### config.mk
export PLATFORM = sky130hd
export DESIGN_NAME = packet_tx_top
export DESIGN_NICKNAME = d
export VERILOG_FILES = /design/src/source/pkt_tx_pkg.sv /design/src/source/payload_counter.sv /design/src/source/hstx_sequencer.sv /design/src/source/lpdt_sequencer.sv /design/src/source/dphy_mode_ctrl.sv /design/src/source/packet_tx_top.sv
export SDC_FILE = /design/constraint.sdc
export NUM_CORES = 1
export LEC_CHECK = 0
export ABC_AREA = 1
export CORE_MARGIN = 1
export CORE_UTILIZATION = 65
export CTS_BUF_LIST = sky130_fd_sc_hd__clkbuf_4
export DETAILED_ROUTE_END_ITERATION = 10
export DONT_BUFFER_PORTS = 1
export PLACE_DENSITY = 0.93
export SLEW_MARGIN = 20
export SYNTH_ARGS = -nofsm -noshare
export SYNTH_HDL_FRONTEND = slang
export SYNTH_SLANG_ARGS = --single-unit
### constraint.sdc
create_clock -name clk_byte -period 3.3 [get_ports clk_byte]
set_input_delay 0.66 -clock clk_byte [delete_from_list [all_inputs] [get_ports clk_byte]]
set_output_delay 0.66 -clock clk_byte [all_outputs]
set_load 0.01 [all_outputs]
### src/source/pkt_tx_pkg.sv
package pkt_tx_pkg;

   // ----------------------------------------
   // widths and payload beat
   // ----------------------------------------
   localparam int CMD_COUNT_W = 16;              // command byte count input
   localparam int DATA_TYPE_W = 6;               // packet data type field
   localparam int BYTE_CNT_W  = 14;              // remaining byte counter

   typedef logic [BYTE_CNT_W-1:0] byte_cnt_t;

   localparam byte_cnt_t BEAT_BYTES = 4;         // bytes per payload strobe

   // ----------------------------------------
   // mode timers
   // ----------------------------------------
   localparam int HS_HOLD_W = 8;
   localparam logic [HS_HOLD_W-1:0] HS_HOLD_CYCLES = 77;       // hs hold after request ends

   localparam int LPDT_DONE_W = 10;
   localparam logic [LPDT_DONE_W-1:0] LPDT_DONE_CYCLES = 418;  // one lpdt beat on the wire

   // ----------------------------------------
   // state encodings
   // ----------------------------------------
   typedef enum logic [2:0] {
      hs_awaiting_cmd,
      hs_mode_req,
      hs_short_cmd,
      hs_long_cmd,
      hs_long_data,
      hs_wait_done,
      hs_finish
   } hstx_state_t;

   typedef enum logic [2:0] {
      lp_awaiting_cmd,
      lp_mode_req,
      lp_short_cmd,
      lp_short_rd,
      lp_long_cmd,
      lp_long_data,
      lp_long_rd,
      lp_wait_done
   } lpdt_state_t;

   typedef enum logic [1:0] {
      mode_idle,
      mode_hstx,
      mode_lpdt,
      mode_lpdt_exit
   } dphy_mode_t;

   // long packet data types carry a payload, everything else is short
   function automatic logic is_short_packet(input logic [DATA_TYPE_W-1:0] data_type);
      logic short_flag;
      case (data_type)
         6'h09, 6'h19, 6'h29, 6'h39,
         6'h0C, 6'h1C, 6'h2C,                   // 3C undefined
         6'h0D, 6'h1D, 6'h3D,                   // 2D undefined
         6'h0E, 6'h1E, 6'h0A, 6'h0B,
         6'h2E, 6'h3E: short_flag = 1'b0;
         default:      short_flag = 1'b1;
      endcase
      return short_flag;
   endfunction

endpackage

### src/source/payload_counter.sv
module payload_counter (
   input  logic                                clk_byte,
   input  logic                                reset_byte_n,
   input  logic [pkt_tx_pkg::DATA_TYPE_W-1:0]  tx_cmd_data_type,
   input  logic [pkt_tx_pkg::CMD_COUNT_W-1:0]  tx_cmd_byte_count,
   input  logic                                hs_ack,
   input  logic                                lp_ack,
   input  logic                                hs_payload_en,
   input  logic                                lp_payload_en,
   output logic                                tx_cmd_ack,
   output logic                                tx_payload_en,
   output logic                                tx_payload_en_last,
   output logic                                short_pkt,
   output logic                                cnt_zero,
   output logic                                cnt_final
);

   pkt_tx_pkg::byte_cnt_t byte_cnt;
   logic                  clr_cnt;

   assign tx_cmd_ack         = hs_ack | lp_ack;
   assign tx_payload_en      = hs_payload_en | lp_payload_en;
   assign tx_payload_en_last = tx_payload_en & cnt_final;    // final beat of the packet

   assign short_pkt = pkt_tx_pkg::is_short_packet(tx_cmd_data_type);
   assign cnt_zero  = (byte_cnt == '0);
   assign cnt_final = (byte_cnt <= pkt_tx_pkg::BEAT_BYTES);

   // a last strobe that coincides with a chained ack reloads instead
   assign clr_cnt = (tx_cmd_ack & short_pkt) | (tx_payload_en_last & ~tx_cmd_ack);

   always_ff @(posedge clk_byte or negedge reset_byte_n) begin
      if (!reset_byte_n) begin
         byte_cnt <= '0;
      end else if (clr_cnt) begin
         byte_cnt <= '0;
      end else if (tx_cmd_ack) begin
         byte_cnt <= tx_cmd_byte_count[pkt_tx_pkg::BYTE_CNT_W-1:0];  // upper bits ignored
      end else if (tx_payload_en) begin
         byte_cnt <= byte_cnt - pkt_tx_pkg::BEAT_BYTES;
      end
   end

   // only one sequencer may own the command at a time
   a_single_ack: assert property (@(posedge clk_byte) disable iff (!reset_byte_n)
      !(hs_ack && lp_ack))
      else $error("hs_ack and lp_ack high together");

   // the final strobe always has a word left to count down
   a_last_has_en: assert property (@(posedge clk_byte) disable iff (!reset_byte_n)
      tx_payload_en_last |-> (tx_payload_en && !cnt_zero))
      else $error("tx_payload_en_last with no payload word left");

endmodule

### src/source/hstx_sequencer.sv
module hstx_sequencer (
   input  logic clk_byte,
   input  logic reset_byte_n,
   input  logic tx_cmd_req,
   input  logic tx_hs_mode,
   input  logic hs_active,
   input  logic lp_idle,
   input  logic short_pkt,
   input  logic cnt_zero,
   input  logic cnt_final,
   output logic hs_request,
   output logic hs_ack,
   output logic hs_payload_en,
   output logic hs_idle
);

   pkt_tx_pkg::hstx_state_t state;
   pkt_tx_pkg::hstx_state_t next_state;
   pkt_tx_pkg::hstx_state_t chain_state;

   logic hs_cmd_req;
   logic in_long;
   logic long_done;
   logic mode_go;

   assign hs_cmd_req = tx_cmd_req & tx_hs_mode;
   assign in_long    = (state == pkt_tx_pkg::hs_long_cmd) | (state == pkt_tx_pkg::hs_long_data);
   assign long_done  = in_long & cnt_final;              // final beat or empty packet
   assign mode_go    = hs_active & lp_idle;

   assign hs_idle    = (state == pkt_tx_pkg::hs_awaiting_cmd);
   assign hs_request = (state == pkt_tx_pkg::hs_mode_req) |
                       (state == pkt_tx_pkg::hs_short_cmd) |
                       in_long |
                       (state == pkt_tx_pkg::hs_finish);

   // first ack after the mode comes up, later ones chain inside the mode
   assign hs_ack = ((state == pkt_tx_pkg::hs_mode_req) & mode_go) |
                   (hs_cmd_req & ((state == pkt_tx_pkg::hs_short_cmd) | long_done));

   assign hs_payload_en = in_long & ~cnt_zero;

   // where the next packet starts once acknowledged
   assign chain_state = short_pkt ? pkt_tx_pkg::hs_short_cmd : pkt_tx_pkg::hs_long_cmd;

   always_comb begin
      next_state = state;
      case (state)
         pkt_tx_pkg::hs_awaiting_cmd: begin
            if (hs_cmd_req && lp_idle) next_state = pkt_tx_pkg::hs_mode_req;
         end
         pkt_tx_pkg::hs_mode_req: begin
            if (mode_go) next_state = chain_state;
         end
         pkt_tx_pkg::hs_short_cmd: begin
            if (hs_cmd_req) next_state = chain_state;       // another packet queued
            else if (hs_active) next_state = pkt_tx_pkg::hs_wait_done;
            else next_state = pkt_tx_pkg::hs_awaiting_cmd;
         end
         pkt_tx_pkg::hs_long_cmd,
         pkt_tx_pkg::hs_long_data: begin
            if (!cnt_final) next_state = pkt_tx_pkg::hs_long_data;
            else if (hs_cmd_req) next_state = chain_state;
            else next_state = pkt_tx_pkg::hs_finish;
         end
         pkt_tx_pkg::hs_finish: begin
            if (hs_active) next_state = pkt_tx_pkg::hs_wait_done;
            else next_state = pkt_tx_pkg::hs_awaiting_cmd;
         end
         pkt_tx_pkg::hs_wait_done: begin
            if (!hs_active) next_state = pkt_tx_pkg::hs_awaiting_cmd;  // hold timer expired
         end
         default: next_state = pkt_tx_pkg::hs_awaiting_cmd;
      endcase
   end

   always_ff @(posedge clk_byte or negedge reset_byte_n) begin
      if (!reset_byte_n) begin
         state <= pkt_tx_pkg::hs_awaiting_cmd;
      end else begin
         state <= next_state;
      end
   end

endmodule

### src/source/lpdt_sequencer.sv
module lpdt_sequencer (
   input  logic clk_byte,
   input  logic reset_byte_n,
   input  logic tx_cmd_req,
   input  logic tx_hs_mode,
   input  logic lp_active,
   input  logic lp_done_pulse,
   input  logic hs_idle,
   input  logic short_pkt,
   input  logic cnt_zero,
   output logic lp_request,
   output logic lp_busy_no_rd,
   output logic lp_ack,
   output logic lp_payload_en,
   output logic lp_idle
);

   pkt_tx_pkg::lpdt_state_t state;
   pkt_tx_pkg::lpdt_state_t next_state;
   pkt_tx_pkg::lpdt_state_t done_state;

   logic lp_cmd_req;
   logic buf_wr;
   logic buf_empty;

   assign lp_cmd_req = tx_cmd_req & ~tx_hs_mode;

   // cmd and data states load the lane buffer
   assign buf_wr = (state == pkt_tx_pkg::lp_short_cmd) |
                   (state == pkt_tx_pkg::lp_long_cmd) |
                   (state == pkt_tx_pkg::lp_long_data);

   assign lp_busy_no_rd = buf_wr | (state == pkt_tx_pkg::lp_mode_req);
   assign lp_request    = lp_busy_no_rd |
                          (state == pkt_tx_pkg::lp_short_rd) |
                          (state == pkt_tx_pkg::lp_long_rd);
   assign lp_idle       = (state == pkt_tx_pkg::lp_awaiting_cmd);

   assign lp_ack        = (state == pkt_tx_pkg::lp_mode_req) & lp_active;
   assign lp_payload_en = (state == pkt_tx_pkg::lp_long_rd) & buf_empty & ~cnt_zero;

   // after the final read, take a pending lpdt command or wind down
   assign done_state = lp_cmd_req ? pkt_tx_pkg::lp_mode_req : pkt_tx_pkg::lp_wait_done;

   always_comb begin
      next_state = state;
      case (state)
         pkt_tx_pkg::lp_awaiting_cmd: begin
            if (lp_cmd_req && hs_idle) next_state = pkt_tx_pkg::lp_mode_req;
         end
         pkt_tx_pkg::lp_mode_req: begin
            if (lp_active) begin
               next_state = short_pkt ? pkt_tx_pkg::lp_short_cmd : pkt_tx_pkg::lp_long_cmd;
            end
         end
         pkt_tx_pkg::lp_short_cmd: next_state = pkt_tx_pkg::lp_short_rd;
         pkt_tx_pkg::lp_short_rd: begin
            if (buf_empty) next_state = done_state;
         end
         pkt_tx_pkg::lp_long_cmd,
         pkt_tx_pkg::lp_long_data: next_state = pkt_tx_pkg::lp_long_rd;
         pkt_tx_pkg::lp_long_rd: begin
            if (buf_empty) begin
               next_state = cnt_zero ? done_state : pkt_tx_pkg::lp_long_data;
            end
         end
         pkt_tx_pkg::lp_wait_done: begin
            if (!lp_active) next_state = pkt_tx_pkg::lp_awaiting_cmd;
         end
         default: next_state = pkt_tx_pkg::lp_awaiting_cmd;
      endcase
   end

   always_ff @(posedge clk_byte or negedge reset_byte_n) begin
      if (!reset_byte_n) begin
         state     <= pkt_tx_pkg::lp_awaiting_cmd;
         buf_empty <= 1'b1;
      end else begin
         state <= next_state;
         if (buf_wr) begin
            buf_empty <= 1'b0;
         end else if (lp_done_pulse) begin
            buf_empty <= 1'b1;                 // beat sent on the link
         end
      end
   end

   // a payload read only happens while the link sits in lpdt
   a_rd_in_lpdt: assert property (@(posedge clk_byte) disable iff (!reset_byte_n)
      lp_payload_en |-> lp_active)
      else $error("lp_payload_en outside lpdt mode");

endmodule

### src/source/dphy_mode_ctrl.sv
module dphy_mode_ctrl (
   input  logic clk_byte,
   input  logic reset_byte_n,
   input  logic hs_request,
   input  logic lp_request,
   input  logic lp_busy_no_rd,
   input  logic cnt_zero,
   input  logic tx_hs_mode,
   output logic hs_active,
   output logic lp_active,
   output logic lp_done_pulse,
   output logic tx_active
);

   pkt_tx_pkg::dphy_mode_t mode;

   logic                               hs_req_meta;
   logic                               hs_req_sync;
   logic [pkt_tx_pkg::HS_HOLD_W-1:0]   hold_cnt;
   logic                               hold_done;
   logic [pkt_tx_pkg::LPDT_DONE_W-1:0] done_cnt;
   logic                               lp_done;
   logic                               lp_done_d;
   logic                               cnt_zero_q;
   logic                               lp_request_q;
   logic                               lp_exit_req;

   assign tx_active     = hs_active | lp_active;
   assign lp_done_pulse = lp_done & ~lp_done_d;
   assign lp_exit_req   = hs_req_sync | tx_hs_mode | (~lp_request & ~lp_request_q);

   // ----------------------------------------
   // request sync and history
   // ----------------------------------------
   always_ff @(posedge clk_byte or negedge reset_byte_n) begin
      if (!reset_byte_n) begin
         hs_req_meta  <= 1'b0;
         hs_req_sync  <= 1'b0;
         lp_done_d    <= 1'b0;
         cnt_zero_q   <= 1'b0;
         lp_request_q <= 1'b0;
      end else begin
         hs_req_meta  <= hs_request;
         hs_req_sync  <= hs_req_meta;
         lp_done_d    <= lp_done;
         cnt_zero_q   <= cnt_zero;
         lp_request_q <= lp_request;
      end
   end

   // ----------------------------------------
   // hold and completion timers
   // ----------------------------------------
   always_ff @(posedge clk_byte or negedge reset_byte_n) begin
      if (!reset_byte_n) begin
         hold_cnt  <= '0;
         hold_done <= 1'b0;
      end else if (hs_req_sync) begin
         hold_cnt  <= '0;                      // restart while hs is wanted
         hold_done <= 1'b0;
      end else if (hold_cnt == pkt_tx_pkg::HS_HOLD_CYCLES) begin
         hold_done <= 1'b1;                    // saturate
      end else begin
         hold_cnt  <= hold_cnt + 1'b1;
         hold_done <= 1'b0;
      end
   end

   always_ff @(posedge clk_byte or negedge reset_byte_n) begin
      if (!reset_byte_n) begin
         done_cnt <= '0;
         lp_done  <= 1'b0;
      end else if (lp_busy_no_rd) begin
         done_cnt <= '0;
         lp_done  <= 1'b0;
      end else if (done_cnt == pkt_tx_pkg::LPDT_DONE_CYCLES) begin
         lp_done  <= 1'b1;
      end else begin
         done_cnt <= done_cnt + 1'b1;
         lp_done  <= 1'b0;
      end
   end

   // ----------------------------------------
   // link mode
   // ----------------------------------------
   always_ff @(posedge clk_byte or negedge reset_byte_n) begin
      if (!reset_byte_n) begin
         mode <= pkt_tx_pkg::mode_idle;
      end else begin
         case (mode)
            pkt_tx_pkg::mode_idle: begin
               if (hs_req_sync) mode <= pkt_tx_pkg::mode_hstx;   // hs wins
               else if (lp_request) mode <= pkt_tx_pkg::mode_lpdt;
            end
            pkt_tx_pkg::mode_hstx: begin
               if (hold_done && !hs_req_sync) mode <= pkt_tx_pkg::mode_idle;
            end
            pkt_tx_pkg::mode_lpdt: begin
               if (lp_done_pulse && cnt_zero_q) mode <= pkt_tx_pkg::mode_lpdt_exit;
            end
            pkt_tx_pkg::mode_lpdt_exit: begin
               if (lp_exit_req) mode <= pkt_tx_pkg::mode_idle;
            end
            default: mode <= pkt_tx_pkg::mode_idle;
         endcase
      end
   end

   always_ff @(posedge clk_byte or negedge reset_byte_n) begin
      if (!reset_byte_n) begin
         hs_active <= 1'b0;
         lp_active <= 1'b0;
      end else begin
         hs_active <= (mode == pkt_tx_pkg::mode_hstx);
         lp_active <= (mode == pkt_tx_pkg::mode_lpdt) | (mode == pkt_tx_pkg::mode_lpdt_exit);
      end
   end

   // a mode is only requested once the other one has dropped
   a_one_mode: assert property (@(posedge clk_byte) disable iff (!reset_byte_n)
      !(hs_request && lp_active) && !(lp_request && hs_active))
      else $error("mode requested while the other mode is active");

endmodule

### src/source/packet_tx_top.sv
module packet_tx_top (
   input  logic                                clk_byte,
   input  logic                                reset_byte_n,
   input  logic                                tx_hs_mode,         // 1 hstx, 0 lpdt
   input  logic                                tx_cmd_req,
   input  logic [pkt_tx_pkg::DATA_TYPE_W-1:0]  tx_cmd_data_type,
   input  logic [pkt_tx_pkg::CMD_COUNT_W-1:0]  tx_cmd_byte_count,
   output logic                                tx_cmd_ack,
   output logic                                tx_payload_en,
   output logic                                tx_payload_en_last,
   output logic                                tx_active
);

   logic hs_ack;
   logic hs_payload_en;
   logic hs_request;
   logic hs_idle;
   logic hs_active;

   logic lp_ack;
   logic lp_payload_en;
   logic lp_request;
   logic lp_busy_no_rd;
   logic lp_idle;
   logic lp_active;
   logic lp_done_pulse;

   logic short_pkt;
   logic cnt_zero;
   logic cnt_final;

   // ----------------------------------------
   // packet layer
   // ----------------------------------------
   hstx_sequencer hstx_seq_i (
      .clk_byte      (clk_byte),
      .reset_byte_n  (reset_byte_n),
      .tx_cmd_req    (tx_cmd_req),
      .tx_hs_mode    (tx_hs_mode),
      .hs_active     (hs_active),
      .lp_idle       (lp_idle),
      .short_pkt     (short_pkt),
      .cnt_zero      (cnt_zero),
      .cnt_final     (cnt_final),
      .hs_request    (hs_request),
      .hs_ack        (hs_ack),
      .hs_payload_en (hs_payload_en),
      .hs_idle       (hs_idle)
   );

   lpdt_sequencer lpdt_seq_i (
      .clk_byte      (clk_byte),
      .reset_byte_n  (reset_byte_n),
      .tx_cmd_req    (tx_cmd_req),
      .tx_hs_mode    (tx_hs_mode),
      .lp_active     (lp_active),
      .lp_done_pulse (lp_done_pulse),
      .hs_idle       (hs_idle),
      .short_pkt     (short_pkt),
      .cnt_zero      (cnt_zero),
      .lp_request    (lp_request),
      .lp_busy_no_rd (lp_busy_no_rd),
      .lp_ack        (lp_ack),
      .lp_payload_en (lp_payload_en),
      .lp_idle       (lp_idle)
   );

   payload_counter payload_cnt_i (
      .clk_byte           (clk_byte),
      .reset_byte_n       (reset_byte_n),
      .tx_cmd_data_type   (tx_cmd_data_type),
      .tx_cmd_byte_count  (tx_cmd_byte_count),
      .hs_ack             (hs_ack),
      .lp_ack             (lp_ack),
      .hs_payload_en      (hs_payload_en),
      .lp_payload_en      (lp_payload_en),
      .tx_cmd_ack         (tx_cmd_ack),
      .tx_payload_en      (tx_payload_en),
      .tx_payload_en_last (tx_payload_en_last),
      .short_pkt          (short_pkt),
      .cnt_zero           (cnt_zero),
      .cnt_final          (cnt_final)
   );

   // ----------------------------------------
   // d-phy mode layer
   // ----------------------------------------
   dphy_mode_ctrl dphy_mode_i (
      .clk_byte      (clk_byte),
      .reset_byte_n  (reset_byte_n),
      .hs_request    (hs_request),
      .lp_request    (lp_request),
      .lp_busy_no_rd (lp_busy_no_rd),
      .cnt_zero      (cnt_zero),
      .tx_hs_mode    (tx_hs_mode),
      .hs_active     (hs_active),
      .lp_active     (lp_active),
      .lp_done_pulse (lp_done_pulse),
      .tx_active     (tx_active)
   );

endmodule

==> results of run 1 <==
worst reg2reg max path, stage by stage, from the launching register on:
cell and delay (ns):
dfrtp_1 0.42, inv_1 0.11, ha_1 0.30, inv_1 0.11, nand2_1 0.08, nand3_2 0.09
nand2_2 0.06, nand2_4 0.16, nand2_4 0.18, nor2_4 0.33, inv_2 0.23, nand3_1 0.14
nand2_1 0.06
cell families (layout without fill, tap and decap cells):
logic type / after synthesis / after routing
simple gates: 228 / 228
buf+inv: 65 / 65
compound gates: 53 / 53
flops: 50 / 50
xor+xnor: 12 / 12
fa+ha+maj: 9 / 9
cell usage in the layout (no fill, tap or decap), types with 2 or more instances in the layout:
cell type,netlist,layout
nand2_1,109,109
inv_1,52,52
dfrtp_1,49,49
nand3_1,40,40
nor2_1,38,38
o21ai_0,24,24
a21oi_1,20,20
nand3_2,11,11
ha_1,9,9
xnor2_1,7,7
nand4_1,6,6
nand2_2,5,5
xor2_1,5,5
clkbuf_4,0,5
inv_2,4,4
nor4_1,4,4
nor3_1,4,4
nor2_2,3,3
nand2_4,2,2
and2_1,2,2
a211oi_1,2,2
clkinvlp_4,0,2
cell type report:
type                    instances  share of cell area (%)
well taps                      52                   2.023
repair buffers                  1                  0.8560
clock buffers                   5                   1.167
clock inverters                 3                   1.401
inverters                      56                   6.537
flip-flops and latches         50                   38.95
multi-input cells             302                   49.07
registers in the layout (all words and copies together) (netlist names), 2 cells and up:
name                    cells
payload_cnt_i.byte_cnt     14
lpdt_seq_i.state            3
hstx_seq_i.state            3
dphy_mode_i.mode            2
dphy_mode_i.hold_cnt        8
dphy_mode_i.done_cnt       10
final timing paths:
| check | startpoint | endpoint | cells past startpoint |
|---|---|---|---|
| max in group asynchronous | reset_byte_n | lpdt_seq_i.state[0] | 1 |
| min in group clk_byte | dphy_mode_i.hs_req_meta | dphy_mode_i.hs_req_sync | 0 |
| max | payload_cnt_i.byte_cnt[2] | tx_cmd_ack | 8 |
| max reg2reg | payload_cnt_i.byte_cnt[2] | payload_cnt_i.byte_cnt[3] | 12 |
| min | reset_byte_n | dphy_mode_i.hold_cnt[3] | 1 |
| min reg2reg | dphy_mode_i.hs_req_meta | dphy_mode_i.hs_req_sync | 0 |
per-layer routing:
metal / GRT usage (%) / routed length (um)
met3: 4.274 / 230
met5: 0 / 0
met1: 35.45 / 2812
met2: 45.19 / 2859
met4: 12.22 / 119
where the power goes:
| group | internal, uW | leakage (uW) | switching (uW) |
|---|---|---|---|
| Clock | 159 | 0.0000374 | 201 |
| Sequential | 624 | 0.000636 | 10.9 |
| Combinational | 56.7 | 0.00103 | 85.0 |
| Total | 839 | 0.00171 | 297 |
per-stage QoR:
stage	setup WS, ns	instance area [um^2]	power (uW)	util, %	cells
finish	0.6547	3216	1136	71.87	469
global route	0.4882	3216	1187	71.87	469
CTS	0.6577	3216	1144	71.87	469
detailed placement	0.9870	3105	771.5	69.41	460
global placement	1.045	3105	766.7	69.41	460
floorplan	1.280	3112	750.9	-	417
==> results by group, run 1 <==
Global route
  • First-pass GRT wire length: 11100 um
  • Initial antenna violation count: 0
  • Vias in the first global route: 2692
  • GRT overflow: 0
  • Largest net degree at the start of global routing: 50
  • GRT Total Usage: 27.29%

Placement
  • # port buffers: 0
  • Hpwl dp: 4389 um
  • Routability cong.: 0.9080

Synth
  • Synth top cells by count: nand2_1 (109), inv_1 (52), dfrtp_1 (49), nand3_1 (40), nor2_1 (38)
  • Syn Nets: 452
  • Seq/Total Area, Yosys: 40.25%
  • Adder-cell share of the synthesized area: 3.619%
  • Synth Area in Compound Gates: 9.530%
  • Yosys warnings: 0
  • Post-synth EDFFs: 0
  • Ranking of synthesized cells by area: dfrtp_1 (39%), nand2_1 (13%), nand3_1 (6.4%)
  • Yosys top cell area share: 39.40%
  • Most frequent cell after synthesis: nand2_1
  • Largest family of logic cells by synthesized area: simple AND/OR/NAND/NOR gates
  • Post-Synth Simple-Gate Area: 34.18%
  • Flop and latch count out of synthesis: 50
  • Yosys cell types: 37
  • Post-synthesis mux area share: 0%
  • Syn avg cell area: 7.462 um^2
  • Mapped cell area: 3112 um^2
  • Post-synth top area cell: dfrtp_1
  • Mapped Cells: 417
  • Ys flop type: dfrtp_1
  • Fraction of registers with async set/reset: 100.0%
  • XOR/XNOR Fraction of Synth Area: 3.378%

Floorplan
  • I/O Pins: 30
  • Initial Util: 69.55%
  • Die Span Y: 71.19 um
  • Die outline width: 71.19 um
  • Die Area: 5068 um^2
  • # rows: 24
  • Core Region: 4474 um^2

Clock network
  • Hold-fix buffers, CTS: 1
  • Root buf cell: clkbuf_4
  • Worst-path clk slew: 0.15 ns
  • CTS H-tree lvls: 2
  • Post_cts resized: 0
  • Skew-Pair Late Insertion Delay: 0.37 ns
  • TritonCTS Buffers: 5
  • Clock Sinks: 50
  • CTS tree: done
  • Post-CTS setup buffer count: 0
  • CTS max path bufs: 2

Timing
  • Fin crit period: 2.645 ns
  • Clock skew: 0.01312 ns
  • Hold WS: 0.09785 ns
  • RSZ-0062 raised after global routing: false
  • Pins over their slew limit: 0
  • Final number of setup-violating endpoints: 0
  • Fin. Hold Viols: 0
  • Final setup TNS: 0 ns
  • Final worst path period share: 80.16%
  • FMAX: 0.3780 GHz
  • Max-Slew Margin vs Limit: 69.29%
  • Slew of the pin with the lowest slew margin: 0.4581 ns

Layout
  • Nets: 451
  • Area Overhead vs Synth: 3.337%
  • Footprint of the multi-input gates: 1578 um^2
  • Antenna cells: 0
  • Reg area: 1252 um^2
  • Share of post-route cells with drive strength above 1: 9.592%
  • Fillcell total: 350

Worst setup path
  • CP Launch Type: flop
  • Buf/Inv on CP: 2
  • Critical Setup Path Class: flop to primary output
  • Worst path slowest cell: dfrtp_1
  • Worst setup EP type: primary output
  • R2R Setup Slk: 0.96 ns
  • CP max FO: 17
  • Top Family by Delay on Critical Path: simple AND/OR/NAND/NOR gates
  • Critical Path AT: 1.99 ns
  • CP max stage delay: 0.44 ns
  • Worst-path cell chain: inv_1 > ha_1 > inv_1 > nand2_1 > nand3_2 > nand2_2 > nand2_4 > nand2_4
  • Crit path required time: 2.64 ns

Route
  • Starting DRT DRC Count: 226
  • Wire per inst: 12.84 um
  • DRT Wirelength: 6021 um
  • Antenna-violating nets left: 0
  • Drt pass-1 iters: 7
  • Via/cell ratio: 5.684
  • DRC viols: 1
  • Vias: 2666

Outcome
  • Status: complete, but fails checks
  • Failing checks: design-rule violations

Power and ir drop
  • IR drop worst, VDD: 0.2188 mV
  • PwrDens: 353.4 nW/um^2
  • Lkg Pwr: 0.001705 uW

Min path
  • Type of the worst min-delay path: primary input to asynchronous set/reset pin

Flow run
  • # Max-Cap Violations: 0
(Power assumes the default switching activity.)
==> run 2, diff against run 1 <==
--- a/config.mk
+++ b/config.mk
@@ -7,11 +7,11 @@
 export LEC_CHECK = 0
 export ABC_AREA = 1
 export CORE_MARGIN = 1
-export CORE_UTILIZATION = 65
+export CORE_UTILIZATION = 60
 export CTS_BUF_LIST = sky130_fd_sc_hd__clkbuf_4
 export DETAILED_ROUTE_END_ITERATION = 10
 export DONT_BUFFER_PORTS = 1
-export PLACE_DENSITY = 0.93
+export PLACE_DENSITY = 0.91
 export SLEW_MARGIN = 20
 export SYNTH_ARGS = -nofsm -noshare
 export SYNTH_HDL_FRONTEND = slang
==> constraint.sdc (replaced) <==
create_clock -name clk_byte -period 2.2 [get_ports clk_byte]
set_input_delay 0.44 -clock clk_byte [delete_from_list [all_inputs] [get_ports clk_byte]]
set_output_delay 0.44 -clock clk_byte [all_outputs]
set_load 0.01 [all_outputs]
==> results by group, run 2 (synthesized netlist as in run 1, its figures left out) <==
Clock network
  • Skew-Pair Late Insertion Delay: 0.39 ns (+0.02 ns)
  • CTS H-tree lvls: 2 (unchanged)
  • TritonCTS Buffers: 5 (unchanged)
  • CTS tree: done
  • Clock Sinks: 50 (unchanged)
  • CTS max path bufs: 2 (unchanged)
  • Root buf cell: clkbuf_4
  • Worst-path clk slew: 0.15 ns (about the same)

Min path
  • WHS Path Cells: 2
  • Type of the worst min-delay path: primary input to flop

Timing
  • Pins over their slew limit: 0 (unchanged)
  • FMAX: 0.4706 GHz
  • Fin. Hold Viols: 0 (unchanged)
  • Final worst path period share: 96.58%
  • Slew of the pin with the lowest slew margin: 0.3552 ns (-0.1029 ns)
  • Clock skew: 0.01567 ns (+0.002547 ns)
  • Max-Slew Margin vs Limit: 76.24% (+6.9 points)
  • Fin crit period: 2.125 ns
  • Final number of setup-violating endpoints: 0 (unchanged)

Layout
  • Biggest regs: payload_cnt_i.byte_cnt: 14 flops, dphy_mode_i.done_cnt: 10 flops, dphy_mode_i.hold_cnt: 8 flops
  • Most flops, register: payload_cnt_i.byte_cnt
  • Most common cell after layout, fill and taps aside: nand2_1
  • Max reg flops: 14 (unchanged)
  • Antenna cells: 0 (unchanged)
  • Finished Core Util: 70.53% (-1.3 points)
  • Final instance area: 3420 um^2 (+6.3%)
  • Nets: 470 (+4.2%)
  • Area Overhead vs Synth: 9.891%
  • Layout Cells excl Fill: 503 (+7.2%)
  • Fillcell total: 359 (+2.6%)
  • Most frequent cells in the layout: nand2_1 (109), inv_1 (51), dfrtp_1 (49), nand3_1 (40), nor2_1 (36)
  • Share of post-route cells with drive strength above 1: 14.22% (+4.6 points)

Floorplan
  • Die Area: 5478 um^2 (+8.1%)
  • Die Span Y: 74.02 um (+4.0%)
  • Die outline width: 74.02 um (+4.0%)
  • I/O Pins: 30 (unchanged)
  • Core Region: 4848 um^2 (+8.4%)
  • Initial Util: 64.18% (-5.4 points)
  • # rows: 25 (+4.2%)

Worst setup path
  • Most common cell on crit path: nand2_8
  • Buf/Inv on CP: 0 (-2)
  • CP Launch Type: flop
  • Crit path required time: 1.76 ns (-0.88 ns)
  • Top Family by Delay on Critical Path: simple AND/OR/NAND/NOR gates
  • Critical Path AT: 1.68 ns (-0.31 ns)
  • Critical path depth: 7 (-1)
  • CP max stage delay: 0.48 ns (+0.04 ns)
  • CP max FO: 5 (-12)
  • Worst Reg-to-Reg Cells: 11 (-1)
  • Worst-path cell chain: nor2_4 > nand3_1 > nor2_2 > nand3_2 > nand2_4 > nand2_8 > nand2_8
  • Critical Setup Path Class: flop to primary output
  • Worst setup EP type: primary output
  • Worst path slowest cell: dfrtp_1

Route
  • DRT Wirelength: 6920 um (+15%)
  • DRC viols: 0 (-1)
  • Via/cell ratio: 5.720 (+0.62%)
  • Drt pass-1 iters: 6 (-1)
  • Starting DRT DRC Count: 242 (+7.1%)
  • Antenna-violating nets left: 0 (unchanged)
  • Vias: 2877 (+7.9%)
  • Wire per inst: 13.76 um (+7.2%)

Global route
  • GRT Total Usage: 25.92% (-1.4 points)
  • GRT overflow: 0 (unchanged)
  • Vias in the first global route: 2606 (-3.2%)
  • First-pass GRT wire length: 10960 um (-1.2%)
  • Initial antenna violation count: 0 (unchanged)
  • Largest net degree at the start of global routing: 51 (+2.0%)

Power and ir drop
  • Total power: 1659 uW (+46%)
  • IR drop worst, VDD: 0.2842 mV (+30%)
  • PwrDens: 485.1 nW/um^2 (+37%)
  • Lkg Pwr: 0.001796 uW (+5.3%)

Outcome
  • Status: finished, final reports clean

Placement
  • Placed Cells: 479 (+4.1%)
  • # port buffers: 0 (unchanged)
  • Routability cong.: 0.9129 (+0.54%)
  • Hpwl dp: 4487 um (+2.2%)
  • Placed Instance Area: 3154 um^2 (+1.6%)

Flow run
  • # Max-Cap Violations: 0 (unchanged)
[run 2: changes by cell type in the layout (fill, tap and decap cells not counted), sizes merged]
cell	previous run	this run
dlygate4sd3	0	1
buf	1	17
nand2	116	118
clkinvlp	2	0
bufinv	1	0
inv	56	59
[run 2: final timing paths]
check / start / to / slack [ns]
worst max-delay path: payload_cnt_i.byte_cnt[9] / tx_cmd_ack / 0.08
worst min-delay path: tx_cmd_byte_count[0] / payload_cnt_i.byte_cnt[0] / 0.20
worst max register to register: payload_cnt_i.byte_cnt[9] / payload_cnt_i.byte_cnt[2] / 0.17
worst min register to register: dphy_mode_i.hs_req_meta / dphy_mode_i.hs_req_sync / 0.38
max in group asynchronous: reset_byte_n / lpdt_seq_i.buf_empty / 1.40
min in group asynchronous: reset_byte_n / dphy_mode_i.hold_cnt[4] / 0.54
[run 2: layout make-up]
class	count	area, um^2	area share [%]
Multi-Input combinational cell	304	1652	48.30
Clock buffer	5	37.54	1.098
Timing Repair Buffer	18	157.7	4.610
Sequential cell	50	1252	36.63
Tap cell	67	83.83	2.452
Inverter	56	210.2	6.147
Clock inverter	3	26.28	0.7684
[run 2: repair_timing]
item | 4_1_cts | 5_1_grt
cloned | 2 | 0
hold buffers | 2 | 0
endpoints found under the hold margin | 50 | 0
endpoints found under the setup margin | 2 | 2
buffers inserted | 3 | 9
pin swaps | 1 | 2
resized for setup | 4 | 6
[run 2: power by group]
part | switching [uW] | internal [uW] | leakage [uW]
combinational | 143 | 101 | 0.00112
clock | 324 | 138 | 0.0000366
sequential | 17.4 | 936 | 0.000636
[run 2: per-stage QoR]
step / hold WS (ns) / TNS, ns / setup slack, ns
6_report: 0.2016 / 0 / 0.07523
5_1_grt: 0.2110 / -0.03701 / -0.03300
4_1_cts: 0.2028 / 0 / 0.02226
3_5_place_dp: 0.1459 / 0 / 0.1577
3_3_place_gp: 0.1457 / 0 / 0.2245
2_1_floorplan: 0.1444 / 0 / 0.4004
[run 2: metal layers]
layer  global-route usage, %  wire [um]  part of all wire [%]  vias to the layer above
met5                       0          0                     0                        -
met4                   9.615        165                   2.4                        0
met3                   4.201        419                   6.1                       22
met2                   43.33       3428                    50                      123
met1                   34.07       2907                    42                     1353
li1                        -          -                     -                     1379
==> run 3, diff against run 2 <==
--- a/config.mk
+++ b/config.mk
@@ -5,7 +5,6 @@
 export SDC_FILE = /design/constraint.sdc
 export NUM_CORES = 1
 export LEC_CHECK = 0
-export ABC_AREA = 1
 export CORE_MARGIN = 1
 export CORE_UTILIZATION = 60
 export CTS_BUF_LIST = sky130_fd_sc_hd__clkbuf_4
==> results by group, run 3 <==
Power and ir drop
  • Lkg Pwr: 0.001526 uW (-15%)
  • Total power: 2380 uW (+43%)
  • PwrDens: 679.9 nW/um^2 (+40%)
  • IR drop worst, VDD: 0.5259 mV (+85%)

Worst setup path
  • RR Startpoint: hstx_seq_i.state[0]
  • Crit path required time: 1.76 ns (about the same)
  • Critical Setup Path Class: flop to primary output
  • Setup crit start: payload_cnt_i.byte_cnt[3]
  • CP max FO: 6 (+1)
  • Worst setup EP type: primary output
  • Critical Path AT: 1.85 ns (+0.17 ns)
  • CP Launch Type: flop

Global route
  • Largest net degree at the start of global routing: 51 (unchanged)
  • Vias in the first global route: 2507 (-3.8%)
  • First-pass GRT wire length: 11400 um (+4.0%)
  • Initial antenna violation count: 0 (unchanged)
  • GRT Total Usage: 27.68% (+1.8 points)
  • GRT overflow: 0 (unchanged)

Synth
  • Ranking of synthesized cells by area: dfrtp_1 (40%), nor2_1 (4.8%), ha_1 (3.7%)
  • Seq/Total Area, Yosys: 41.31% (+1.1 points)
  • Post-synth top area cell: dfrtp_1
  • Mapped cell area: 3032 um^2 (-2.6%)
  • Mapped Cells: 329 (-21%)
  • Synth top cells by count: dfrtp_1 (49), nor2_1 (39), nand2_1 (29), a21oi_1 (16)
  • Fraction of registers with async set/reset: 100.0% (unchanged)
  • Yosys cell types: 68 (+84%)
  • Most frequent cell after synthesis: dfrtp_1
  • XOR/XNOR Fraction of Synth Area: 4.622% (+1.2 points)
  • Post-synthesis mux area share: 1.321% (+1.3 points)
  • Post-synth EDFFs: 0 (unchanged)
  • Yosys warnings: 0 (unchanged)
  • Syn Nets: 364 (-19%)
  • Ys flop type: dfrtp_1
  • Post-Synth Simple-Gate Area: 25.59% (-8.6 points)
  • Syn avg cell area: 9.215 um^2 (+23%)
  • Flop and latch count out of synthesis: 50 (unchanged)
  • Adder-cell share of the synthesized area: 3.714% (+0.096 points)
  • Largest family of logic cells by synthesized area: simple AND/OR/NAND/NOR gates
  • Yosys top cell area share: 40.45% (+1.0 points)
  • Synth Area in Compound Gates: 19.93% (+10 points)

Outcome
  • Failing checks: negative setup slack
  • Status: complete, but fails checks

Timing
  • Slew of the pin with the lowest slew margin: 0.5712 ns (+0.2160 ns)
  • Final number of setup-violating endpoints: 3 (+3)
  • Max-Slew Margin vs Limit: 61.78% (-14 points)
  • Fin. Hold Viols: 0 (unchanged)
  • Clock skew: 0.01078 ns (-0.004888 ns)
  • FMAX: 0.4367 GHz (-7.2%)
  • RSZ-0062 raised after global routing: true
  • Final WS setup: -0.09011 ns (-0.1653 ns)
  • Final setup TNS: -0.2193 ns (-0.2193 ns)
  • Final worst path period share: 104.1% (+7.5 points)
  • Pins over their slew limit: 0 (unchanged)
  • Fin crit period: 2.290 ns (+0.1653 ns)

Layout
  • Layout Cells excl Fill: 427 (-15%)
  • Footprint of the multi-input gates: 1753 um^2 (+6.1%)
  • Most frequent cells in the layout: dfrtp_1 (48), nor2_1 (39), buf_4 (31), nand2_1 (27), a21oi_1 (16)
  • Final instance area: 3501 um^2 (+2.4%)
  • Antenna cells: 0 (unchanged)
  • Most common cell after layout, fill and taps aside: dfrtp_1
  • Share of post-route cells with drive strength above 1: 20.56% (+6.3 points)
  • Fillcell total: 329 (-8.4%)
  • Biggest regs: payload_cnt_i.byte_cnt: 14 flops, dphy_mode_i.done_cnt: 10 flops, dphy_mode_i.hold_cnt: 8 flops
  • Reg area: 1254 um^2 (about the same)
  • Max reg flops: 14 (unchanged)
  • Most flops, register: payload_cnt_i.byte_cnt
  • Nets: 394 (-16%)
  • Area Overhead vs Synth: 15.48%

Clock network
  • TritonCTS Buffers: 5 (unchanged)
  • CTS H-tree lvls: 2 (unchanged)
  • Clock Sinks: 50 (unchanged)
  • Skew-Pair Late Insertion Delay: 0.39 ns (about the same)
  • Root buf cell: clkbuf_4
  • Worst-path clk slew: 0.16 ns (about the same)
  • CTS tree: done
  • CTS max path bufs: 2 (unchanged)

Route
  • Wire per inst: 15.93 um (+16%)
  • Via/cell ratio: 6.211 (+8.6%)
  • Antenna-violating nets left: 0 (unchanged)
  • DRT Wirelength: 6804 um (-1.7%)
  • Vias: 2652 (-7.8%)
  • Starting DRT DRC Count: 212 (-12%)
  • Met2 wire len: 3399 um (-0.85%)
  • DRC viols: 0 (unchanged)
  • Metal3 WL: 416 um (-0.72%)
  • Wl on met1: 2875 um (-1.1%)
  • Drt pass-1 iters: 4 (-2)
  • Max Used Layer: met4

Floorplan
  • Initial Util: 63.35% (-0.83 points)
  • Die Span Y: 73.08 um (-1.3%)
  • Die Area: 5341 um^2 (-2.5%)
  • Die outline width: 73.08 um (-1.3%)
  • # rows: 25 (unchanged)
  • I/O Pins: 30 (unchanged)
  • Core Region: 4786 um^2 (-1.3%)

Placement
  • Routability cong.: 0.9003 (-1.4%)
  • Placed Cells: 404 (-16%)
  • Placed Instance Area: 3212 um^2 (+1.8%)
  • Hpwl dp: 4554 um (+1.5%)
  • # port buffers: 0 (unchanged)

Flow run
  • # Max-Cap Violations: 0 (unchanged)

Min path
  • HP Start: tx_cmd_byte_count[13]
  • Type of the worst min-delay path: primary input to flop
-- run 3: cell count changes in the layout (fill, tap and decap cells not counted), sizes merged, moves of 5 or more --
cell / delta
xor2: +6
buf: +16
o211ai: +8
nand3: -40
a31oi: +6
a2bb2oi: +5
nor3: +7
o21ai: -11
nand2: -89
a21oi: -5
inv: -42
-- run 3: critical path: stages, from the launching register on --
cell and delay, ns:
dfrtp_1 0.42, inv_2 0.10, ha_4 0.12, nor3b_4 0.28
o2111ai_4 0.16, nor3_4 0.21, nor2_4 0.07, inv_4 0.10
-- run 3: metrics by stage --
step	setup WS (ns)	hold slack (ns)	utilization [%]
floorplan	0.08224	0.1444	-
global placement	0.1169	0.1460	67.11
detailed placement	0.05267	0.1457	67.11
CTS	-0.1192	0.1598	71.87
global route	-0.1916	0.1538	73.15
finish	-0.09011	0.1683	73.15
-- run 3: cell families after synthesis --
kind of cell / Yosys count
DFF: 50
buffers and inverters: 27
xor gates and xnor gates: 16
and+or+nand+nor: 140
adders and majority gates: 9
muxes: 4
AOI/OAI and AO/OA: 83
-- run 3: what timing repair did --
| action | CTS | global route |
|---|---|---|
| setup buffers | 9 | 4 |
| pin swaps | 5 | 4 |
| endpoints found under the setup margin | 3 | 4 |
| gates resized for setup | 12 | 9 |
| hold endpoints to repair | 50 | 0 |
| hold buffers | 2 | 0 |
-- run 3: power by group --
| group | internal [uW] | total [uW] | switching, uW |
|---|---|---|---|
| logic | 325 | 665 | 340 |
| clock network | 140 | 476 | 336 |
| registers | 1060 | 1240 | 182 |
| total | 1520 | 2380 | 858 |
-- run 3: cell type report --
cell class | instances | area share (%)
well taps | 67 | 2.395
clock inverters | 3 | 0.8220
flip-flops and latches | 50 | 35.81
repair buffers | 34 | 8.041
inverters | 16 | 1.787
clock buffers | 5 | 1.072
multi-input cells | 252 | 50.07
-- run 3: path summary, 6_finish.rpt --
check                                              to  slack, ns  cells past startpoint
min in group asynchronous     dphy_mode_i.hs_req_meta       0.53                      2
hold / removal             payload_cnt_i.byte_cnt[13]       0.17                      1
setup / recovery                           tx_cmd_ack      -0.09                      7
hold reg to reg                 dphy_mode_i.lp_done_d       0.39                      0
setup reg to reg            payload_cnt_i.byte_cnt[6]       0.15                      6
max in group asynchronous        lpdt_seq_i.buf_empty       1.39                      2
-- run 3: layer usage --
metal / track usage [%] / vias up
li1: - / 1277
met5: 0 / -
met1: 35.54 / 1265
met4: 8.932 / 0
met2: 47.12 / 97
met3: 5.110 / 13
